==> src/hw/cache_geom_pkg.sv <==
package cache_geom_pkg;

	// data and address widths seen on both buses
	typedef logic [31:0] word_t;
	typedef logic [31:0] addr_t;
	typedef logic [3:0]  sel_t;

	// default geometry
	// 4 ways of 64 sets of 8 words gives 8 KiB
	localparam int WAYS_DEFAULT       = 4;
	localparam int LINE_WORDS_DEFAULT = 8;
	localparam int SETS_DEFAULT       = 64;

	// controller FSM
	typedef enum logic [2:0] {
		INVALIDATING,
		IDLE,
		LOOKUP,
		WAIT_WB,
		REFILL,
		RESPOND
	} ctrl_state_t;

endpackage

==> src/hw/wb_bus_pkg.sv <==
package wb_bus_pkg;

	// one-hot grant of the shared memory port
	typedef logic [1:0] grant_t;

	// write-back engine wins when both request
	localparam grant_t GRANT_NONE   = 2'b00;
	localparam grant_t GRANT_WB     = 2'b01;
	localparam grant_t GRANT_REFILL = 2'b10;

endpackage

==> src/hw/wb_arbiter.sv <==
`timescale 1ns/1ps

module wb_arbiter (
	input  logic                  i_clk,
	input  logic                  i_rst,
	input  logic                  i_wb_cyc,
	input  logic                  i_wb_stb,
	input  logic                  i_wb_we,
	input  cache_geom_pkg::sel_t  i_wb_sel,
	input  cache_geom_pkg::addr_t i_wb_adr,
	input  cache_geom_pkg::word_t i_wb_dat,
	input  logic                  i_rf_cyc,
	input  logic                  i_rf_stb,
	input  cache_geom_pkg::addr_t i_rf_adr,
	input  logic                  i_mem_ack,
	output wb_bus_pkg::grant_t    o_grant,
	output logic                  o_mem_cyc,
	output logic                  o_mem_stb,
	output logic                  o_mem_we,
	output cache_geom_pkg::sel_t  o_mem_sel,
	output cache_geom_pkg::addr_t o_mem_adr,
	output cache_geom_pkg::word_t o_mem_dat,
	output logic                  o_ack_wb,
	output logic                  o_ack_refill
);

	wb_bus_pkg::grant_t r_grant;
	logic               w_wb_own, w_rf_own;

	assign w_wb_own = r_grant[0];
	assign w_rf_own = r_grant[1];

	// grant stays until its owner ends the bus cycle
	always_ff @(posedge i_clk) begin
		if (i_rst)
			r_grant <= wb_bus_pkg::GRANT_NONE;
		else if (r_grant == wb_bus_pkg::GRANT_NONE) begin
			if (i_wb_cyc)
				r_grant <= wb_bus_pkg::GRANT_WB;
			else if (i_rf_cyc)
				r_grant <= wb_bus_pkg::GRANT_REFILL;
		end else if ((w_wb_own && !i_wb_cyc) || (w_rf_own && !i_rf_cyc))
			r_grant <= wb_bus_pkg::GRANT_NONE;
	end

	assign o_grant      = r_grant;
	assign o_mem_cyc    = (w_wb_own && i_wb_cyc) || (w_rf_own && i_rf_cyc);
	assign o_mem_stb    = (w_wb_own && i_wb_stb) || (w_rf_own && i_rf_stb);
	assign o_mem_we     = w_wb_own && i_wb_we;
	assign o_mem_sel    = w_wb_own ? i_wb_sel : 4'hf;
	assign o_mem_adr    = w_wb_own ? i_wb_adr : i_rf_adr;
	assign o_mem_dat    = i_wb_dat;
	assign o_ack_wb     = w_wb_own && i_mem_ack;
	assign o_ack_refill = w_rf_own && i_mem_ack;

	// grant still held when the memory answers
	a_ack_routed: assert property (@(posedge i_clk) disable iff (i_rst)
		i_mem_ack |-> (o_ack_wb || o_ack_refill));

endmodule

==> config.mk <==
export PLATFORM = sky130hd
export DESIGN_NAME = wb_arbiter
export DESIGN_NICKNAME = d
export VERILOG_FILES = /design/src/hw/cache_geom_pkg.sv /design/src/hw/wb_bus_pkg.sv /design/src/hw/wb_arbiter.sv
export SDC_FILE = /design/constraint.sdc
export NUM_CORES = 1
export LEC_CHECK = 0
export BUFFER_PORTS_ARGS = -buffer_cell sky130_fd_sc_hd__buf_4
export CORE_AREA = 4 4 69 71
export CTS_CLUSTER_DIAMETER = 120
export DETAILED_ROUTE_END_ITERATION = 8
export DIE_AREA = 0 0 73 75
export PLACE_DENSITY = 0.73
export SKIP_LAST_GASP = 1
export SLEW_MARGIN = 40
export SYNTH_ARGS = -nofsm -noshare
export SYNTH_HDL_FRONTEND = slang
export SYNTH_SLANG_ARGS = --single-unit
export TNS_END_PERCENT = 30
==> constraint.sdc <==
create_clock -name i_clk -period 1.09 [get_ports i_clk]
set_input_delay 0.109 -clock i_clk [delete_from_list [all_inputs] [get_ports i_clk]]
set_output_delay 0.109 -clock i_clk [all_outputs]
set_load 0.01 [all_outputs]
After elaboration in Yosys (flattened, before gate mapping)
Cells that the tools add are included.
{"block": "word_totals", "in_bits": 108, "output_inout_bits": 75, "ff_bits": 2, "elab_cells": 25}
{"block": "op_classes", "eq_ne": 1, "muxes": 6, "reduce_logical": 17}
{"op": "$mux W32", "count": 1}
{"op": "$logic_and A1 B1 Y1", "count": 9}
{"op": "$mux W2", "count": 4}
{"op": "$mux W4", "count": 1}
{"op": "$logic_or A1 B1 Y1", "count": 3}
{"op": "$ne A3 B3 Y1 const B", "count": 1}
{"op": "$logic_not A1 Y1", "count": 2}
{"op": "$logic_not A2 Y1", "count": 1}
{"op": "$reduce_and A2 Y1", "count": 1}
{"op": "$reduce_bool A2 Y1", "count": 1}

Longest topological paths before layout
Gate-level depths: netlist of the first run.
{"block": "logic_depth", "ltp_word": 5, "depth_mapped": 4, "depth_no_buf": 2}

Least setup slack after synthesis of the first run
Ideal clock, no wire load.
{"block": "synth_path", "path_kind": "register to output", "start": "reg r_grant[0] (netlist: o_grant[0])", "end": "out o_mem_adr[0]", "arrival_ns": 0.981, "stages_incl_launch_ff": 4, "slack_ns": 0.000, "required_ns": 0.981, "cell_sequence": "dfxtp_1 buf_6 buf_12 mux2_4"}
{"block": "synth_between", "elab_chain_len": 1}
{"element": "start, declared", "line_no": "wb_arbiter.sv:27", "text": "wb_bus_pkg::grant_t r_grant;"}
{"element": "start signal, assigned", "line_no": "wb_arbiter.sv:36", "text": "r_grant <= wb_bus_pkg::GRANT_NONE;"}
{"element": "start signal, assigned", "line_no": "wb_arbiter.sv:39", "text": "r_grant <= wb_bus_pkg::GRANT_WB;"}
{"element": "start signal, assigned", "line_no": "wb_arbiter.sv:41", "text": "r_grant <= wb_bus_pkg::GRANT_REFILL;"}
{"element": "$mux W32", "line_no": "wb_arbiter.sv:51", "text": "assign o_mem_adr = w_wb_own ? i_wb_adr : i_rf_adr;"}
{"element": "end, declared", "line_no": "wb_arbiter.sv:21", "text": "output cache_geom_pkg::addr_t o_mem_adr,"}
No other way between the ends.

Worst setup path after layout of the first run
{"block": "layout_path", "start": "reg r_grant[0] (netlist: o_grant[0])", "end": "out o_mem_adr[1]"}
Same word-level chain as after synthesis.

==> flow_summary.json, run 1 <==
{
  "n_antenna_cell": 0,
  "yosysWarnings": 0,
  "synthTopCellsByArea": "mux2_4 50%, buf_4 26%, buf_12 6.4%, dfxtp_1 4.3%, nand2b_1 4.0%",
  "synth_cell_type_count": 12,
  "drv_cap": 0,
  "grt_max_degree": 15,
  "reg2reg_from": "o_grant[0]$_SDFFE_PP0P_",
  "grt_pass1_vias": 901,
  "vias": 955,
  "final_core_util": 0.411,
  "cts_buffer_depth": 2,
  "r2r_slack_ns": 0.14,
  "synth_top_cell_area_share": 0.497,
  "dieArea_mm2": 0.00548,
  "final-max-slew-violation-count": 0,
  "powerDensity_mw_per_mm2": 636,
  "p_leak_uw": 0.000935,
  "status": "complete, but fails checks",
  "drive_above_1_share": 0.904,
  "ys.flop_type": "dfxtp_1",
  "clk_pin_slew_ns": 0.03,
  "syn_area_um2": 937,
  "cp_max_fo": 7,
  "whs_path_depth": 3,
  "syn_to_final_growth_pct": 85.7,
  "use_met2": 0.191,
  "setup_violations": 40,
  "ys_ff_latch": 2,
  "cts_made_buffers": 3,
  "whs_ns": 0.143,
  "clk_latency_ns": 0.21,
  "r2r_end": "o_grant[1]$_SDFFE_PP0P_",
  "synth-edff-count": 0,
  "grt_util_met1": 0.0867,
  "antenna_found_initial": 0,
  "startpoint_type": "flip-flop",
  "async_reset_ff_frac": 0,
  "hold_class": "in -> reg",
  "skew_ns": 0.00196,
  "met3_usage": 0.0414,
  "period_share": 1.24,
  "place_congestion": 0.663,
  "clkSinkCount": 2,
  "worstSetupPathType": "reg -> out",
  "avgSynthCellArea_um2": 10.8,
  "rsz0062_at_grt": "true",
  "violations": "negative setup slack",
  "fillers": 411,
  "synth_nets": 195,
  "drtIter0Drc": 17,
  "worst_pin_slew_ns": 0.173,
  "start_util": 0.221,
  "largest_reg_flops": 2,
  "synth_seq_area_share": 0.0427,
  "slew-limit-headroom": 0.884,
  "max_freq_mhz": 743,
  "grt_use_total": 0.100,
  "rr_worst_depth": 3,
  "rows": 24,
  "worst_slack_ns": -0.256,
  "fin_nets": 287,
  "cts_tree": "done",
  "crit_path_end_kind": "output port",
  "yosys.area.top_type": "mux2_4",
  "io_pins": 183,
  "io_buffers": 118,
  "fin_area_mm2": 0.00174,
  "pre_cts_slack_ns": -0.0964,
  "htree_levels": 1,
  "die_h_um": 75,
  "fin_cells": 229,
  "drt_first_pass_iters": 4,
  "drcViolationCount": 0,
  "hold_path.startpoint": "i_rst",
  "syn_inst": 87,
  "vdd_ir_drop_max_uv": 221,
  "min_to": "o_grant[0]$_SDFFE_PP0P_",
  "hold_viol": 0,
  "min_period_ns": 1.35,
  "root_buffer": "clkbuf_8",
  "grt_pass1_wl_um": 4270,
  "die_w_um": 73,
  "cp.arrival_ns": 1.24,
  "grt_busiest_layer": "met2",
  "yosysMostFrequentCell": "buf_4",
  "yosys-top-cells-count": "32 x buf_4, 31 x mux2_4, 6 x nand2b_1",
  "drt-wirelength-per-cell_um": 15.1,
  "routed_via_density": 4.17,
  "antenna_left": 0,
  "placedCellCount": 223,
  "placed_cell_area_mm2": 0.00160,
  "core_region_area_mm2": 0.00423,
  "grt_overflow_total": 0,
  "cts_hold_buf": 0,
  "detail_route.wirelength_um": 3460,
  "critPathRequiredTime_ns": 0.98
}
cell families after synthesis:
group | after synthesis | share of synthesized area
AOI/OAI and AO/OA | 4 | 0.0294
buffers and inverters | 37 | 0.344
DFF | 2 | 0.0427
muxes | 32 | 0.509
and+or+nand+nor | 12 | 0.0748
cell type report:
| class | instances | area (um2) | share of cell area |
|---|---|---|---|
| repair buffers | 124 | 1010 | 0.582 |
| flip-flops and latches | 2 | 43.8 | 0.0252 |
| clock buffers | 3 | 41.3 | 0.0237 |
| multi-input cells | 48 | 578 | 0.332 |
| well taps | 52 | 65.1 | 0.0374 |
per-stage QoR:
stage	power, uW	TNS [ns]
5_1_grt	1170	-9.89
4_1_cts	1100	-9.25
3_5_place_dp	781	-1.47
2_1_floorplan	520	0
3_3_place_gp	768	-1.08
6_report	1110	-8.57
worst max-delay path by stage:
stage                            startpoint       endpoint  slack, ns  cells after the start
floorplan           o_grant[0]$_SDFFE_PP0P_   o_mem_adr[0]     0.0001                      3
global placement    o_grant[0]$_SDFFE_PP0P_  o_mem_adr[26]      -0.07                      3
detailed placement  o_grant[0]$_SDFFE_PP0P_  o_mem_adr[26]       -0.1                      3
CTS                 o_grant[0]$_SDFFE_PP0P_  o_mem_adr[26]      -0.31                      3
global route        o_grant[0]$_SDFFE_PP0P_  o_mem_adr[31]      -0.30                      3
finish              o_grant[0]$_SDFFE_PP0P_   o_mem_adr[1]      -0.26                      3
timing repair:
item | in CTS | in global routing
cloned | 1 | 1
resized for setup | 3 | 8
setup endpoints to repair | 40 | 40
buffers inserted | 0 | 1
power by group:
part	switching (uW)	internal, uW	total (uW)
Combinational	225	506	732
Clock	54.9	233	288
Sequential	9.55	77.0	86.6
Total	290	816	1110
metal layers:
| metal | wire [um] | part of all wire |
|---|---|---|
| met1 | 925 | 0.27 |
| met5 | 0 | 0 |
| met3 | 584 | 0.17 |
| met4 | 99 | 0.029 |
| met2 | 1850 | 0.53 |
worst max-delay path, stage by stage (launching register included):
cell       delay, ns
dfxtp_4         0.41
clkbuf_16       0.18
mux2_4          0.30
buf_4           0.14
cells in the final DEF, fill, tap and decap left out:
cell,count
a21oi_1,2
a22o_1,2
and2_1,3
buf_12,2
buf_16,1
buf_4,115
buf_6,5
clkbuf_16,1
clkbuf_8,3
dfxtp_1,1
dfxtp_4,1
mux2_4,32
nand2_1,2
nand2b_1,6
or2_1,1
Note: power is estimated with default switching activity, not from simulation.
==> inputs of run 2 (changes only) <==
--- a/config.mk
+++ b/config.mk
@@ -11,8 +11,9 @@
 export DETAILED_ROUTE_END_ITERATION = 8
 export DIE_AREA = 0 0 73 75
 export PLACE_DENSITY = 0.73
+export SKIP_CTS_REPAIR_TIMING = 1
 export SKIP_LAST_GASP = 1
-export SLEW_MARGIN = 40
+export SLEW_MARGIN = 20
 export SYNTH_ARGS = -nofsm -noshare
 export SYNTH_HDL_FRONTEND = slang
 export SYNTH_SLANG_ARGS = --single-unit
==> run 2 against run 1 <==
  * The flow still finishes with violations (negative setup slack)
  * Fmax shrank 0.66%
  * Sequential share of layout area decreased by 0.15 points
  * Total power increased by 5.8%
  * Non-clock buffer count rose by 2
  * Cell count increased by 0.87%
  * Count of clock-buffer cells in the layout unchanged
  * Register-to-register slack worse by 0.14 ns
  * Via count up 2.6%
  * Die area unchanged
  * Highest routed layer unchanged
==> flow_summary.json, run 2 (synthesis gave the netlist of run 1 again) <==
{
  "power.switching_uw": 307,
  "die_w_um": 73,
  "core_region_area_mm2": 0.00423,
  "min_to": "o_grant[0]$_SDFFE_PP0P_",
  "fin_nets": 289,
  "crit_path_start": "o_grant[0]$_SDFFE_PP0P_",
  "swShare": 0.263,
  "worst_slack_ns": -0.265,
  "start_util": 0.221,
  "slew-limit-headroom": 0.884,
  "grt_use_total": 0.0959,
  "clkSinkCount": 2,
  "grt_overflow_total": 0,
  "violations": "negative setup slack",
  "vias": 980,
  "hold_path.startpoint": "i_rst",
  "cts_tree": "done",
  "period_share": 1.24,
  "cts_made_buffers": 3,
  "grt_max_degree": 28,
  "antenna_found_initial": 0,
  "reg2reg_from": "o_grant[0]$_SDFFE_PP0P_",
  "htree_levels": 1,
  "final_core_util": 0.437,
  "die_h_um": 75,
  "critPathRequiredTime_ns": 0.98,
  "io_pins": 183,
  "grt_pass1_wl_um": 4110,
  "cp_max_fo": 6,
  "crit_path_end_kind": "output port",
  "r2r_slack_ns": 0,
  "antenna_left": 0,
  "grt_pass1_vias": 881,
  "final-max-slew-violation-count": 0,
  "startpoint_type": "flip-flop",
  "rr_worst_depth": 4,
  "status": "complete, but fails checks",
  "clk_pin_slew_ns": 0.03,
  "clk_latency_ns": 0.21,
  "drive_above_1_share": 0.905,
  "worst_pin_slew_ns": 0.174,
  "worstSetupPathType": "reg -> out",
  "whs_path_depth": 3,
  "skew_ns": 0.00153,
  "cts_buffer_depth": 2,
  "powerDensity_mw_per_mm2": 633,
  "syn_to_final_growth_pct": 97.3,
  "max_freq_mhz": 738,
  "final.setup.tns_ns": -8.98,
  "drt_first_pass_iters": 3,
  "io_buffers": 118,
  "routed_via_density": 4.24,
  "largest_reg_flops": 2,
  "min_period_ns": 1.36,
  "p_comb_frac": 0.680,
  "setup_violations": 41,
  "hold_class": "in -> reg",
  "hold_viol": 0,
  "vdd_ir_drop_max_uv": 221,
  "p_total_uw": 1170,
  "power_frac_clock": 0.246,
  "drt-wirelength-per-cell_um": 15.9,
  "n_antenna_cell": 0,
  "p_seq_frac": 0.075,
  "p_leak_uw": 0.000977,
  "dieArea_mm2": 0.00548,
  "rows": 24,
  "drcViolationCount": 0,
  "mostFrequentLayoutCells": "95 x buf_4, 32 x mux2_4, 26 x buf_6",
  "cp.arrival_ns": 1.25,
  "rsz0062_at_grt": "true",
  "detail_route.wirelength_um": 3660,
  "drtIter0Drc": 29,
  "p_int_uw": 863,
  "root_buffer": "clkbuf_8",
  "layout_commonest_cell": "buf_4",
  "place_congestion": 0.663,
  "r2r_end": "o_grant[1]$_SDFFE_PP0P_",
  "drv_cap": 0
}
run 2: cell types whose count changed in the layout (fill, tap and decap cells not counted), sizes merged:
cell / delta
clkbuf: +2
run 2: routing by layer:
metal,part of all wire,up-vias,global-route usage
met2,0.54,74,0.183
met3,0.14,20,0.0414
met1,0.28,437,0.0804
li1,-,449,-
met5,0,-,0
met4,0.034,0,0.0615
run 2: cell type report:
| class | count | area (um2) |
|---|---|---|
| Timing Repair Buffer | 126 | 1120 |
| Tap cell | 52 | 65.1 |
| Sequential cell | 2 | 43.8 |
| Multi-Input combinational cell | 48 | 578 |
| Clock buffer | 3 | 41.3 |
| Fill cell | 394 | 2380 |
run 2: power by group through the flow:
stage          sequential [uW]  clock, uW  combinational [uW]
2_1_floorplan             83.6          0                 436
3_3_place_gp              83.3          0                 685
3_5_place_dp              83.5          0                 698
4_1_cts                   82.6        301                 699
5_1_grt                   88.7        310                 836
6_report                  87.5        287                 795
run 2: critical path, cell delays in order (launching register included):
cell and delay, ns:
dfxtp_4 0.42, buf_6 0.17, mux2_4 0.30, buf_4 0.15
run 2: how the worst max path moves through the flow:
| stage | to | slack, ns | cells after the start |
|---|---|---|---|
| after floorplan | o_mem_adr[0] | 0.0001 | 3 |
| after global placement | o_mem_adr[26] | -0.07 | 3 |
| after detailed placement | o_mem_adr[26] | -0.1 | 3 |
| after CTS | o_mem_adr[26] | -0.32 | 3 |
| after global routing | o_mem_adr[3] | -0.29 | 3 |
| final | o_mem_adr[21] | -0.27 | 3 |
run 2: stage by stage:
stage               hold slack, ns  setup slack (ns)  instance area [um2]  instances
finish                       0.143            -0.265                 1850        231
global route                 0.152            -0.293                 1850        231
CTS                          0.142            -0.320                 1640        226
detailed placement           0.218           -0.0964                 1600        223
global placement             0.218           -0.0682                 1600        223
floorplan                    0.238          0.000139                  937         87
