`src/hw/cache_geom_pkg.sv`:
```
package cache_geom_pkg;

	// data and address widths seen on both buses
	typedef logic [31:0] word_t;
	typedef logic [31:0] addr_t;
	typedef logic [3:0]  sel_t;

	// default geometry
	// 4 ways of 64 sets of 8 words gives 8 KiB
	localparam int WAYS_DEFAULT       = 4;
	localparam int LINE_WORDS_DEFAULT = 8;
	localparam int SETS_DEFAULT       = 64;

	// controller FSM
	typedef enum logic [2:0] {
		INVALIDATING,
		IDLE,
		LOOKUP,
		WAIT_WB,
		REFILL,
		RESPOND
	} ctrl_state_t;

endpackage

```
`src/hw/dcache_ctrl.sv`:
```
`timescale 1ns/1ps

module dcache_ctrl #(
	parameter int P_WAYS       = 4,
	parameter int P_LINE_WORDS = 8,
	parameter int P_SETS       = 64
) (
	input  logic                                  i_clk,
	input  logic                                  i_rst,
	input  logic                                  i_cpu_cyc,
	input  logic                                  i_cpu_stb,
	input  logic                                  i_cpu_we,
	input  cache_geom_pkg::sel_t                  i_cpu_sel,
	input  cache_geom_pkg::addr_t                 i_cpu_adr,
	input  cache_geom_pkg::word_t                 i_cpu_dat,
	input  logic [P_WAYS-1:0]                     i_tag_hit_way,
	input  logic                                  i_victim_valid,
	input  logic [31-$clog2(P_SETS)-$clog2(P_LINE_WORDS)-2:0] i_victim_tag,
	input  cache_geom_pkg::word_t                 i_rd_word,
	input  logic                                  i_refill_done,
	input  logic                                  i_wb_busy,
	output logic                                  o_cpu_ack,
	output cache_geom_pkg::word_t                 o_cpu_dat,
	output logic [$clog2(P_SETS)-1:0]             o_arr_index,
	output logic [$clog2(P_WAYS)-1:0]             o_arr_way,
	output logic                                  o_tag_we,
	output logic [31-$clog2(P_SETS)-$clog2(P_LINE_WORDS)-2:0] o_tag_wdat,
	output logic                                  o_tag_valid,
	output logic                                  o_hit_we,
	output logic                                  o_refill_start,
	output logic                                  o_wb_start,
	output cache_geom_pkg::addr_t                 o_line_adr,
	output cache_geom_pkg::addr_t                 o_victim_adr,
	output cache_geom_pkg::sel_t                  o_pend_sel,
	output cache_geom_pkg::word_t                 o_pend_dat
);

	localparam int OFF_W = $clog2(P_LINE_WORDS);
	localparam int IDX_W = $clog2(P_SETS);
	localparam int WAY_W = $clog2(P_WAYS);
	localparam int TAG_W = 32 - IDX_W - OFF_W - 2;
	localparam int LRU_W = P_WAYS - 1;

	cache_geom_pkg::ctrl_state_t r_state, w_state;
	logic [IDX_W-1:0] r_sweep;
	logic [IDX_W-1:0] w_index;
	logic [LRU_W-1:0] r_plru [P_SETS];
	logic [WAY_W-1:0] r_way, w_victim_way, w_hit_idx;
	logic             w_hit, r_refill_start;
	cache_geom_pkg::sel_t  r_pend_sel;
	cache_geom_pkg::word_t r_pend_dat;

	// tree pseudo-LRU, the bits point toward the older half
	function automatic logic [WAY_W-1:0] plru_victim(input logic [LRU_W-1:0] b);
		logic [2:0] pb;
		logic [1:0] v;
		pb = 3'(b);
		if (P_WAYS == 2)
			v = {1'b0, pb[0]};
		else
			v = {pb[0], pb[0] ? pb[2] : pb[1]};
		return WAY_W'(v);
	endfunction

	function automatic logic [LRU_W-1:0] plru_touch(input logic [LRU_W-1:0] b,
			input logic [WAY_W-1:0] w);
		logic [2:0] n;
		logic [1:0] pw;
		n  = 3'(b);
		pw = 2'(w);
		if (P_WAYS == 2) begin
			n[0] = ~pw[0];
		end else begin
			n[0] = ~pw[1];
			if (pw[1])
				n[2] = ~pw[0];
			else
				n[1] = ~pw[0];
		end
		return LRU_W'(n);
	endfunction

	assign w_index      = i_cpu_adr[IDX_W+OFF_W+1 : OFF_W+2];
	assign w_hit        = (r_state == cache_geom_pkg::LOOKUP) && (|i_tag_hit_way);
	assign w_victim_way = plru_victim(r_plru[w_index]);

	always_comb begin
		w_hit_idx = '0;
		for (int w = 0; w < P_WAYS; w++)
			if (i_tag_hit_way[w])
				w_hit_idx = w_hit_idx | WAY_W'(w);
	end

	always_comb begin
		w_state = r_state;
		case (r_state)
			cache_geom_pkg::INVALIDATING:
				if (r_sweep == IDX_W'(P_SETS - 1))
					w_state = cache_geom_pkg::IDLE;
			cache_geom_pkg::IDLE:
				if (i_cpu_cyc && i_cpu_stb)
					w_state = cache_geom_pkg::LOOKUP;
			cache_geom_pkg::LOOKUP:
				w_state = w_hit ? cache_geom_pkg::RESPOND : cache_geom_pkg::WAIT_WB;
			// previous victim must be out before this one is copied
			cache_geom_pkg::WAIT_WB:
				if (!i_wb_busy)
					w_state = cache_geom_pkg::REFILL;
			cache_geom_pkg::REFILL:
				if (i_refill_done)
					w_state = cache_geom_pkg::RESPOND;
			default:
				w_state = cache_geom_pkg::IDLE;
		endcase
	end

	always_ff @(posedge i_clk) begin
		if (i_rst) begin
			r_state        <= cache_geom_pkg::INVALIDATING;
			r_sweep        <= '0;
			r_refill_start <= 1'b0;
		end else begin
			r_state        <= w_state;
			r_refill_start <= (r_state == cache_geom_pkg::WAIT_WB) && !i_wb_busy;
			if (r_state == cache_geom_pkg::INVALIDATING)
				r_sweep <= r_sweep + 1'b1;
		end
	end

	// victim way and pending store captured at the miss
	always_ff @(posedge i_clk) begin
		if (r_state == cache_geom_pkg::LOOKUP) begin
			r_way      <= w_victim_way;
			r_pend_sel <= i_cpu_we ? i_cpu_sel : '0;
			r_pend_dat <= i_cpu_dat;
		end
	end

	always_ff @(posedge i_clk) begin
		if (r_state == cache_geom_pkg::INVALIDATING)
			r_plru[r_sweep] <= '0;
		else if (w_hit)
			r_plru[w_index] <= plru_touch(r_plru[w_index], w_hit_idx);
		else if (r_state == cache_geom_pkg::REFILL && i_refill_done)
			r_plru[w_index] <= plru_touch(r_plru[w_index], r_way);
	end

	assign o_cpu_ack      = (r_state == cache_geom_pkg::RESPOND);
	assign o_cpu_dat      = i_rd_word;
	assign o_arr_index    = (r_state == cache_geom_pkg::INVALIDATING) ? r_sweep : w_index;
	assign o_arr_way      = (r_state == cache_geom_pkg::LOOKUP) ? w_victim_way : r_way;
	assign o_tag_valid    = (r_state != cache_geom_pkg::INVALIDATING);
	assign o_tag_we       = !o_tag_valid || (r_state == cache_geom_pkg::REFILL && i_refill_done);
	assign o_tag_wdat     = i_cpu_adr[31 -: TAG_W];
	assign o_hit_we       = w_hit && i_cpu_we;
	assign o_wb_start     = (r_state == cache_geom_pkg::WAIT_WB) && !i_wb_busy && i_victim_valid;
	assign o_refill_start = r_refill_start;
	assign o_line_adr     = {i_cpu_adr[31 : OFF_W+2], {(OFF_W+2){1'b0}}};
	assign o_victim_adr   = {i_victim_tag, w_index, {(OFF_W+2){1'b0}}};
	assign o_pend_sel     = r_pend_sel;
	assign o_pend_dat     = r_pend_dat;

	a_ack_needs_stb: assert property (@(posedge i_clk) disable iff (i_rst)
		o_cpu_ack |-> i_cpu_stb);
	// refill start is one cycle behind the write-back start
	a_one_start: assert property (@(posedge i_clk) disable iff (i_rst)
		!(o_wb_start && o_refill_start));

endmodule

```
`config.mk`:
```
export PLATFORM = sky130hd
export DESIGN_NAME = dcache_ctrl
export DESIGN_NICKNAME = d
export VERILOG_FILES = /design/src/hw/cache_geom_pkg.sv /design/src/hw/dcache_ctrl.sv
export SDC_FILE = /design/constraint.sdc
export NUM_CORES = 1
export LEC_CHECK = 0
export ABC_AREA = 1
export BUFFER_PORTS_ARGS = -buffer_cell sky130_fd_sc_hd__buf_2
export CORE_MARGIN = 2
export CORE_UTILIZATION = 35
export CTS_BUF_LIST = sky130_fd_sc_hd__clkbuf_8
export DETAILED_ROUTE_END_ITERATION = 16
export PLACE_DENSITY = 0.66
export RECOVER_POWER = 25
export SLEW_MARGIN = 20
export SYNTH_ARGS = -nofsm -noshare
export SYNTH_HDL_FRONTEND = slang
export SYNTH_SLANG_ARGS = --single-unit
```
`constraint.sdc`:
```
create_clock -name i_clk -period 5.7 [get_ports i_clk]
set_input_delay 1.14 -clock i_clk [delete_from_list [all_inputs] [get_ports i_clk]]
set_output_delay 1.14 -clock i_clk [all_outputs]
set_load 0.05 [all_outputs]
```
* Word level (Yosys, flattened, before mapping)
Memories as Yosys holds them, arrays and structs flattened.
Index checks and enable logic that the tools add are counted.
** Storage, ports and cells
- Register bits after elaboration :: 48
- Memory bits (writable) :: 192
- Input bits :: 133
- Output and inout port bits :: 167
- Logic and storage cells :: 71
- Memories :: 1
** Cells by class
- $add $sub $neg :: 1
- Equal/unequal tests :: 10
- Mux-type cells :: 34
- Bitwise operators :: 5
- Reduce and logical (&&, ||, !) cells :: 14
** Memories
- r_plru :: words 64, bits a word 3, read ports 1, clocked after memory_dff 0, write ports 1, line dcache_ctrl.sv:47 : logic [LRU_W-1:0] r_plru [P_SETS];
** Operators by type and width (number)
- 3-bit two-way mux :: 12
- 1-bit two-way mux :: 16
- 3-bit case mux with 5 select lines :: 1
- 6-bit two-way mux :: 2
- 2-bit != test (second input constant) :: 4
- 6-bit by 1-bit adder with 6-bit output (second input constant) :: 1
- 3-bit by 2-bit equality test with 1-bit output (second input constant) :: 2
- 3-bit equality test (second input constant) :: 2
- 6-bit equality test (second input constant) :: 1
- 1-bit logical AND :: 6
- 2-bit two-way mux :: 3
- 1-bit NOT :: 4
- 4-bit AND reduction :: 1
- 4-bit OR reduction :: 1
- 3-bit by 1-bit equality test with 1-bit output (second input constant) :: 1
- 3-bit zero test :: 1
- 3-bit nonzero test :: 1
- 3-bit OR reduction :: 1
- 1-bit zero test :: 2
- 1-bit logical OR :: 1
- 1-bit OR :: 1

* Longest topological paths before layout
- Depth after elaboration :: 9
- Mapped depth :: 16
- Gate-level depth less buffers :: 13

* Least setup slack after synthesis
No wires, ideal clock.
- Path type :: register -> register
- Start :: reg r_state[1]
- End :: mem r_plru[0][0] in the netlist's numbering (data pin)
- Library setup time :: 703 ps
- Data arrival time :: 4204 ps
- Data required time :: 4997 ps
- Slack :: 792 ps
- Cell stages (with the launch flop) :: 5
- Path buffers :: 0
- Clock period less this slack :: 4908 ps
- Cells stage by stage :: dfxtp_1 -> inv_2 -> nor3_4 -> nand2_2 -> o21ai_0
** Between the ends
- Word-level cells in the longest chain between the ends :: 9
- Elaborated cells between the ends (all ways) :: 16
- Classes of those cells :: eq/ne: 2; mux: 9; bitwise: 1; reduce/logical: 4
** RTL lines
- start, declared :: line dcache_ctrl.sv:44 : cache_geom_pkg::ctrl_state_t r_state, w_state;
- start signal, assigned :: line dcache_ctrl.sv:119 : r_state <= cache_geom_pkg::INVALIDATING;
- start signal, assigned :: line dcache_ctrl.sv:123 : r_state <= w_state;
- 3-bit equality test :: line dcache_ctrl.sv:144 : else if (r_state == cache_geom_pkg::REFILL && i_refill_done)
- 1-bit logical AND :: line dcache_ctrl.sv:144
- 1-bit two-way mux :: line dcache_ctrl.sv:144
- 1-bit two-way mux :: line dcache_ctrl.sv:142 : else if (w_hit)
- 1-bit two-way mux :: line dcache_ctrl.sv:140 : if (r_state == cache_geom_pkg::INVALIDATING)
- 1-bit two-way mux (implied by the code) :: line dcache_ctrl.sv:145 : r_plru[w_index] <= plru_touch(r_plru[w_index], r_way);
- 1-bit OR (no source line)
- 3-bit OR reduction (no source line)
- 3-bit two-way mux (no source line) *
- end, declared :: line dcache_ctrl.sv:47
Every way passes the cells marked *; elsewhere a longest branch is shown, timed or not.

* Worst setup path in the final report
- Start :: reg r_state[1]
- End :: mem r_plru[55][0] in the netlist's numbering, enable pin
** Between the ends
- Word-level cells in the longest chain between the ends :: 9
- Elaborated cells between the ends (all ways) :: 18
- Classes of those cells :: eq/ne: 2; mux: 11; bitwise: 1; reduce/logical: 4
** RTL lines (line)
- 3-bit equality test :: dcache_ctrl.sv:144
- 1-bit logical AND :: dcache_ctrl.sv:144
- 1-bit two-way mux :: dcache_ctrl.sv:144
- 1-bit two-way mux :: dcache_ctrl.sv:142
- 1-bit two-way mux :: dcache_ctrl.sv:140
- 1-bit two-way mux (implied by the code) :: dcache_ctrl.sv:145
- 1-bit OR (no source line)
- 3-bit OR reduction (no source line)
- 6-bit two-way mux (no source line) or 1-bit two-way mux (tied branches)
Parallel ways exist; a longest one is shown, timed or not.

==> metrics.txt <==
synth-to-layout area growth=7.55%; cts bufs inserted=40; register area share after synthesis=0.640; clock tree from TritonCTS=yes; global-route wire length before repair=40.3 mm; effective utilization at floorplan=0.354; Cells after Synth=between 1k and 1.5k; maximum fanout along the worst path=41; number of antenna violations at the first check in global routing=0; Critical Path Source Type=flop; vias in the first global route=between 7k and 8k; average cell area after synthesis=10.6 um2; ratio of total power to cell area=293 nW/um2; count of flip-flops with a built-in enable after synthesis=approximately 230; DRC errors left=0; average wire per cell in the routed design=around 18 um; DRT iter0 DRCs=549; Total Neg Setup Slack=0 ps; Core Rows=65; top flip-flop cell by instance count after synthesis=sky130_fd_sc_hd__edfxtp_1; data arrival at the endpoint of the critical path=4860 ps; Std-Cell Core Area=31,300 um2; combined global-route utilization of all metal layers=0.158; total power consumption of the routed design=between 3 and 4 mW; horizontal die dimension=182 um; hold worst-path end=r_way[0]$_DFF_P_; leakage=4.55 nW; VDD IR max=around 0.12 mV; Post-CTS Hold Fix Bufs=0; crit path capture type=flop; Yosys Warn Count=0; clock-pin slew on the worst setup and hold paths=60 ps; final hold slack=495 ps; gr ovfl total=0; final worst path period share=0.825; total vias in the final route=between 7k and 8k; pin count of the biggest net entering global routing=99; number of placed I/O pins=300; total of cells resized after clock tree synthesis=0; area used by multi-input combinational logic=about 2800 um2; data required time at the worst endpoint=approximately 5900 ps; cell area after technology mapping=11,100 um2; setup-violating endpoint count in the final report=0; Sinks on Clock Net=240; share of cells above drive strength 1=0.177; Antenna diodes=0; max-capacitance violation count=1; classification of the worst-slack hold path=flop to flop; post-layout min period=between 4000 and 5000 ps; post-synthesis sequential element count=240; post-layout net count=roughly 1.2k; average vias per placed instance=between 4 and 5; iteration count of the initial detailed-routing pass=5; most frequent cells in the layout=sky130_fd_sc_hd__nand2_1, sky130_fd_sc_hd__edfxtp_1, sky130_fd_sc_hd__nand3_1; die boundary height=roughly 180 um; count of cell types in the netlist=35; Finished Core Util=0.380; clock latency on the worst-skew pair=530 ps; flop-to-flop setup slack=around 1000 ps; setup clock skew after layout=24.1 ps; Die ar.=33,100 um2; Async S/R FF share, synth=0; origin of the critical flop-to-flop path=r_state[1]$_SDFFE_PP0P_; number of hold violations in the final report=0; most common cell after layout, fill and taps aside=sky130_fd_sc_hd__nand2_1; deepest level of the CTS H-tree=2; Root Buffer=sky130_fd_sc_hd__clkbuf_8; Routed Wire Length=approximately 27 mm; RSZ-0062 raised after global routing=no; area taken by flip-flops and latches=7090 um2; final-layout fill cell count=between 3k and 4k; WS Path Type=flop to flop; critical hold path startpoint=r_way[0]$_DFF_P_; max-slew violation total from the final report=42; half-perimeter wire length of the detailed placement result=between 15 and 20 mm; Fmax achieved=213 MHz; count of buffers inserted at the top-level ports=about 120; status=finished, violations left; Slew headroom=-0.450; worst-case reg-to-reg path depth=11; Post-CTS Repair Setup Buffers=0; Bufs on Longest Clock Path=3; violations in the final reports=max-capacitance violations, max-slew violations; capture instance of the worst register-to-register path=r_plru[55][0]$_DFFE_PP_; hold path cells=2; transition at the pin with the smallest max-transition slack=~2200 ps; number of routed nets with antenna violations=0; global placement routability congestion=0.830
## routing by layer
metal	global-route usage	part of all wire	vias up	wire, um
met5	0	0	-	0
met4	0.0735	0.040	0	1070
met3	0.0311	0.070	80	1870
met2	0.289	0.52	272	13900
met1	0.177	0.37	3436	9900
li1	-	-	3459	-
## cells by family after synthesis
family,synth area share
flip-flops,0.640
AO/OA/AOI/OAI,0.0193
XOR/XNOR,0.000791
other,0.000339
buffers and inverters,0.113
AND/OR/NAND/NOR,0.225
adder cells (fa/ha/maj),0.00113
## flip-flops by register name, indices dropped and copies added, names as in the netlist
register / flops
o_pend_dat: 32
o_pend_sel: 4
o_refill_start: 1
r_plru: 192
r_state: 3
r_sweep: 6
r_way: 2
## cells in the mapped netlist, types with 2 or more instances
| master | instances | share of area |
|---|---|---|
| sky130_fd_sc_hd__buf_4 | 117 | 0.079 |
| sky130_fd_sc_hd__nor4_1 | 7 | 0.0040 |
| sky130_fd_sc_hd__buf_1 | 5 | 0.0017 |
| sky130_fd_sc_hd__o21ai_4 | 4 | 0.0059 |
| sky130_fd_sc_hd__nand4_2 | 8 | 0.0090 |
| sky130_fd_sc_hd__nor3_1 | 3 | 0.0014 |
| sky130_fd_sc_hd__nor2_1 | 75 | 0.025 |
| sky130_fd_sc_hd__inv_1 | 39 | 0.013 |
| sky130_fd_sc_hd__clkbuf_1 | 27 | 0.0092 |
| sky130_fd_sc_hd__o21ai_0 | 12 | 0.0054 |
| sky130_fd_sc_hd__nand2_1 | 280 | 0.095 |
| sky130_fd_sc_hd__o21ai_2 | 2 | 0.0016 |
| sky130_fd_sc_hd__nand3_2 | 4 | 0.0036 |
| sky130_fd_sc_hd__a21oi_1 | 10 | 0.0045 |
| sky130_fd_sc_hd__buf_2 | 11 | 0.0050 |
| sky130_fd_sc_hd__edfxtp_1 | 228 | 0.62 |
| sky130_fd_sc_hd__nand3_1 | 169 | 0.076 |
| sky130_fd_sc_hd__inv_4 | 2 | 0.0011 |
| sky130_fd_sc_hd__inv_2 | 4 | 0.0014 |
| sky130_fd_sc_hd__nand2_2 | 7 | 0.0040 |
| sky130_fd_sc_hd__dfxtp_1 | 12 | 0.022 |
## critical path: stages (launching register included)
cell and delay [ps]:
sky130_fd_sc_hd__dfxtp_1 380, sky130_fd_sc_hd__inv_1 110, sky130_fd_sc_hd__nor3_4 110, sky130_fd_sc_hd__clkbuf_1 1570, sky130_fd_sc_hd__nand2_2 360, sky130_fd_sc_hd__nand2_2 520
sky130_fd_sc_hd__nand2_1 120, sky130_fd_sc_hd__o21ai_2 160, sky130_fd_sc_hd__inv_2 120, sky130_fd_sc_hd__nor2_4 150, sky130_fd_sc_hd__nand3_4 130, sky130_fd_sc_hd__nor4_1 590
## where the power goes
group	switching (mW)	leakage, nW	total (mW)	internal, mW
Combinational	0.192	1.86	0.260	0.0677
Clock	0.631	0.411	1.31	0.676
Sequential	0.00556	2.28	1.92	1.92
## final cells by class
class / instances / area share
flip-flops and latches: 240 / 0.595
multi-input cells: 602 / 0.235
repair buffers: 125 / 0.0547
clock buffers: 42 / 0.0486
well taps: 402 / 0.0422
inverters: 46 / 0.0153
clock inverters: 27 / 0.00883
## stage by stage
stage,std cells,area [um2],setup slack [ps]
finish,1484,11900,997
detailed placement,1415,11200,1090
global placement,1415,11200,1130
floorplan,1049,11100,792
global route,1484,11900,539
CTS,1484,11900,1080
## worst max-delay path by stage
| stage | depth (start not counted) | start | slack, ps | to |
|---|---|---|---|---|
| finish | 11 | r_state[1]$_SDFFE_PP0P_ | 1000 | r_plru[55][0]$_DFFE_PP_ |
| global route | 11 | r_state[1]$_SDFFE_PP0P_ | 540 | r_plru[55][1]$_DFFE_PP_ |
| CTS | 15 | i_cpu_adr[5] | 1080 | o_arr_way[0] |
| detailed placement | 15 | i_cpu_adr[5] | 1090 | o_arr_way[0] |
| global placement | 15 | i_cpu_adr[5] | 1130 | o_arr_way[0] |
| floorplan | 4 | r_state[1]$_SDFFE_PP0P_ | 790 | r_plru[0][0]$_DFFE_PP_ |
(Power assumes the default switching activity.)
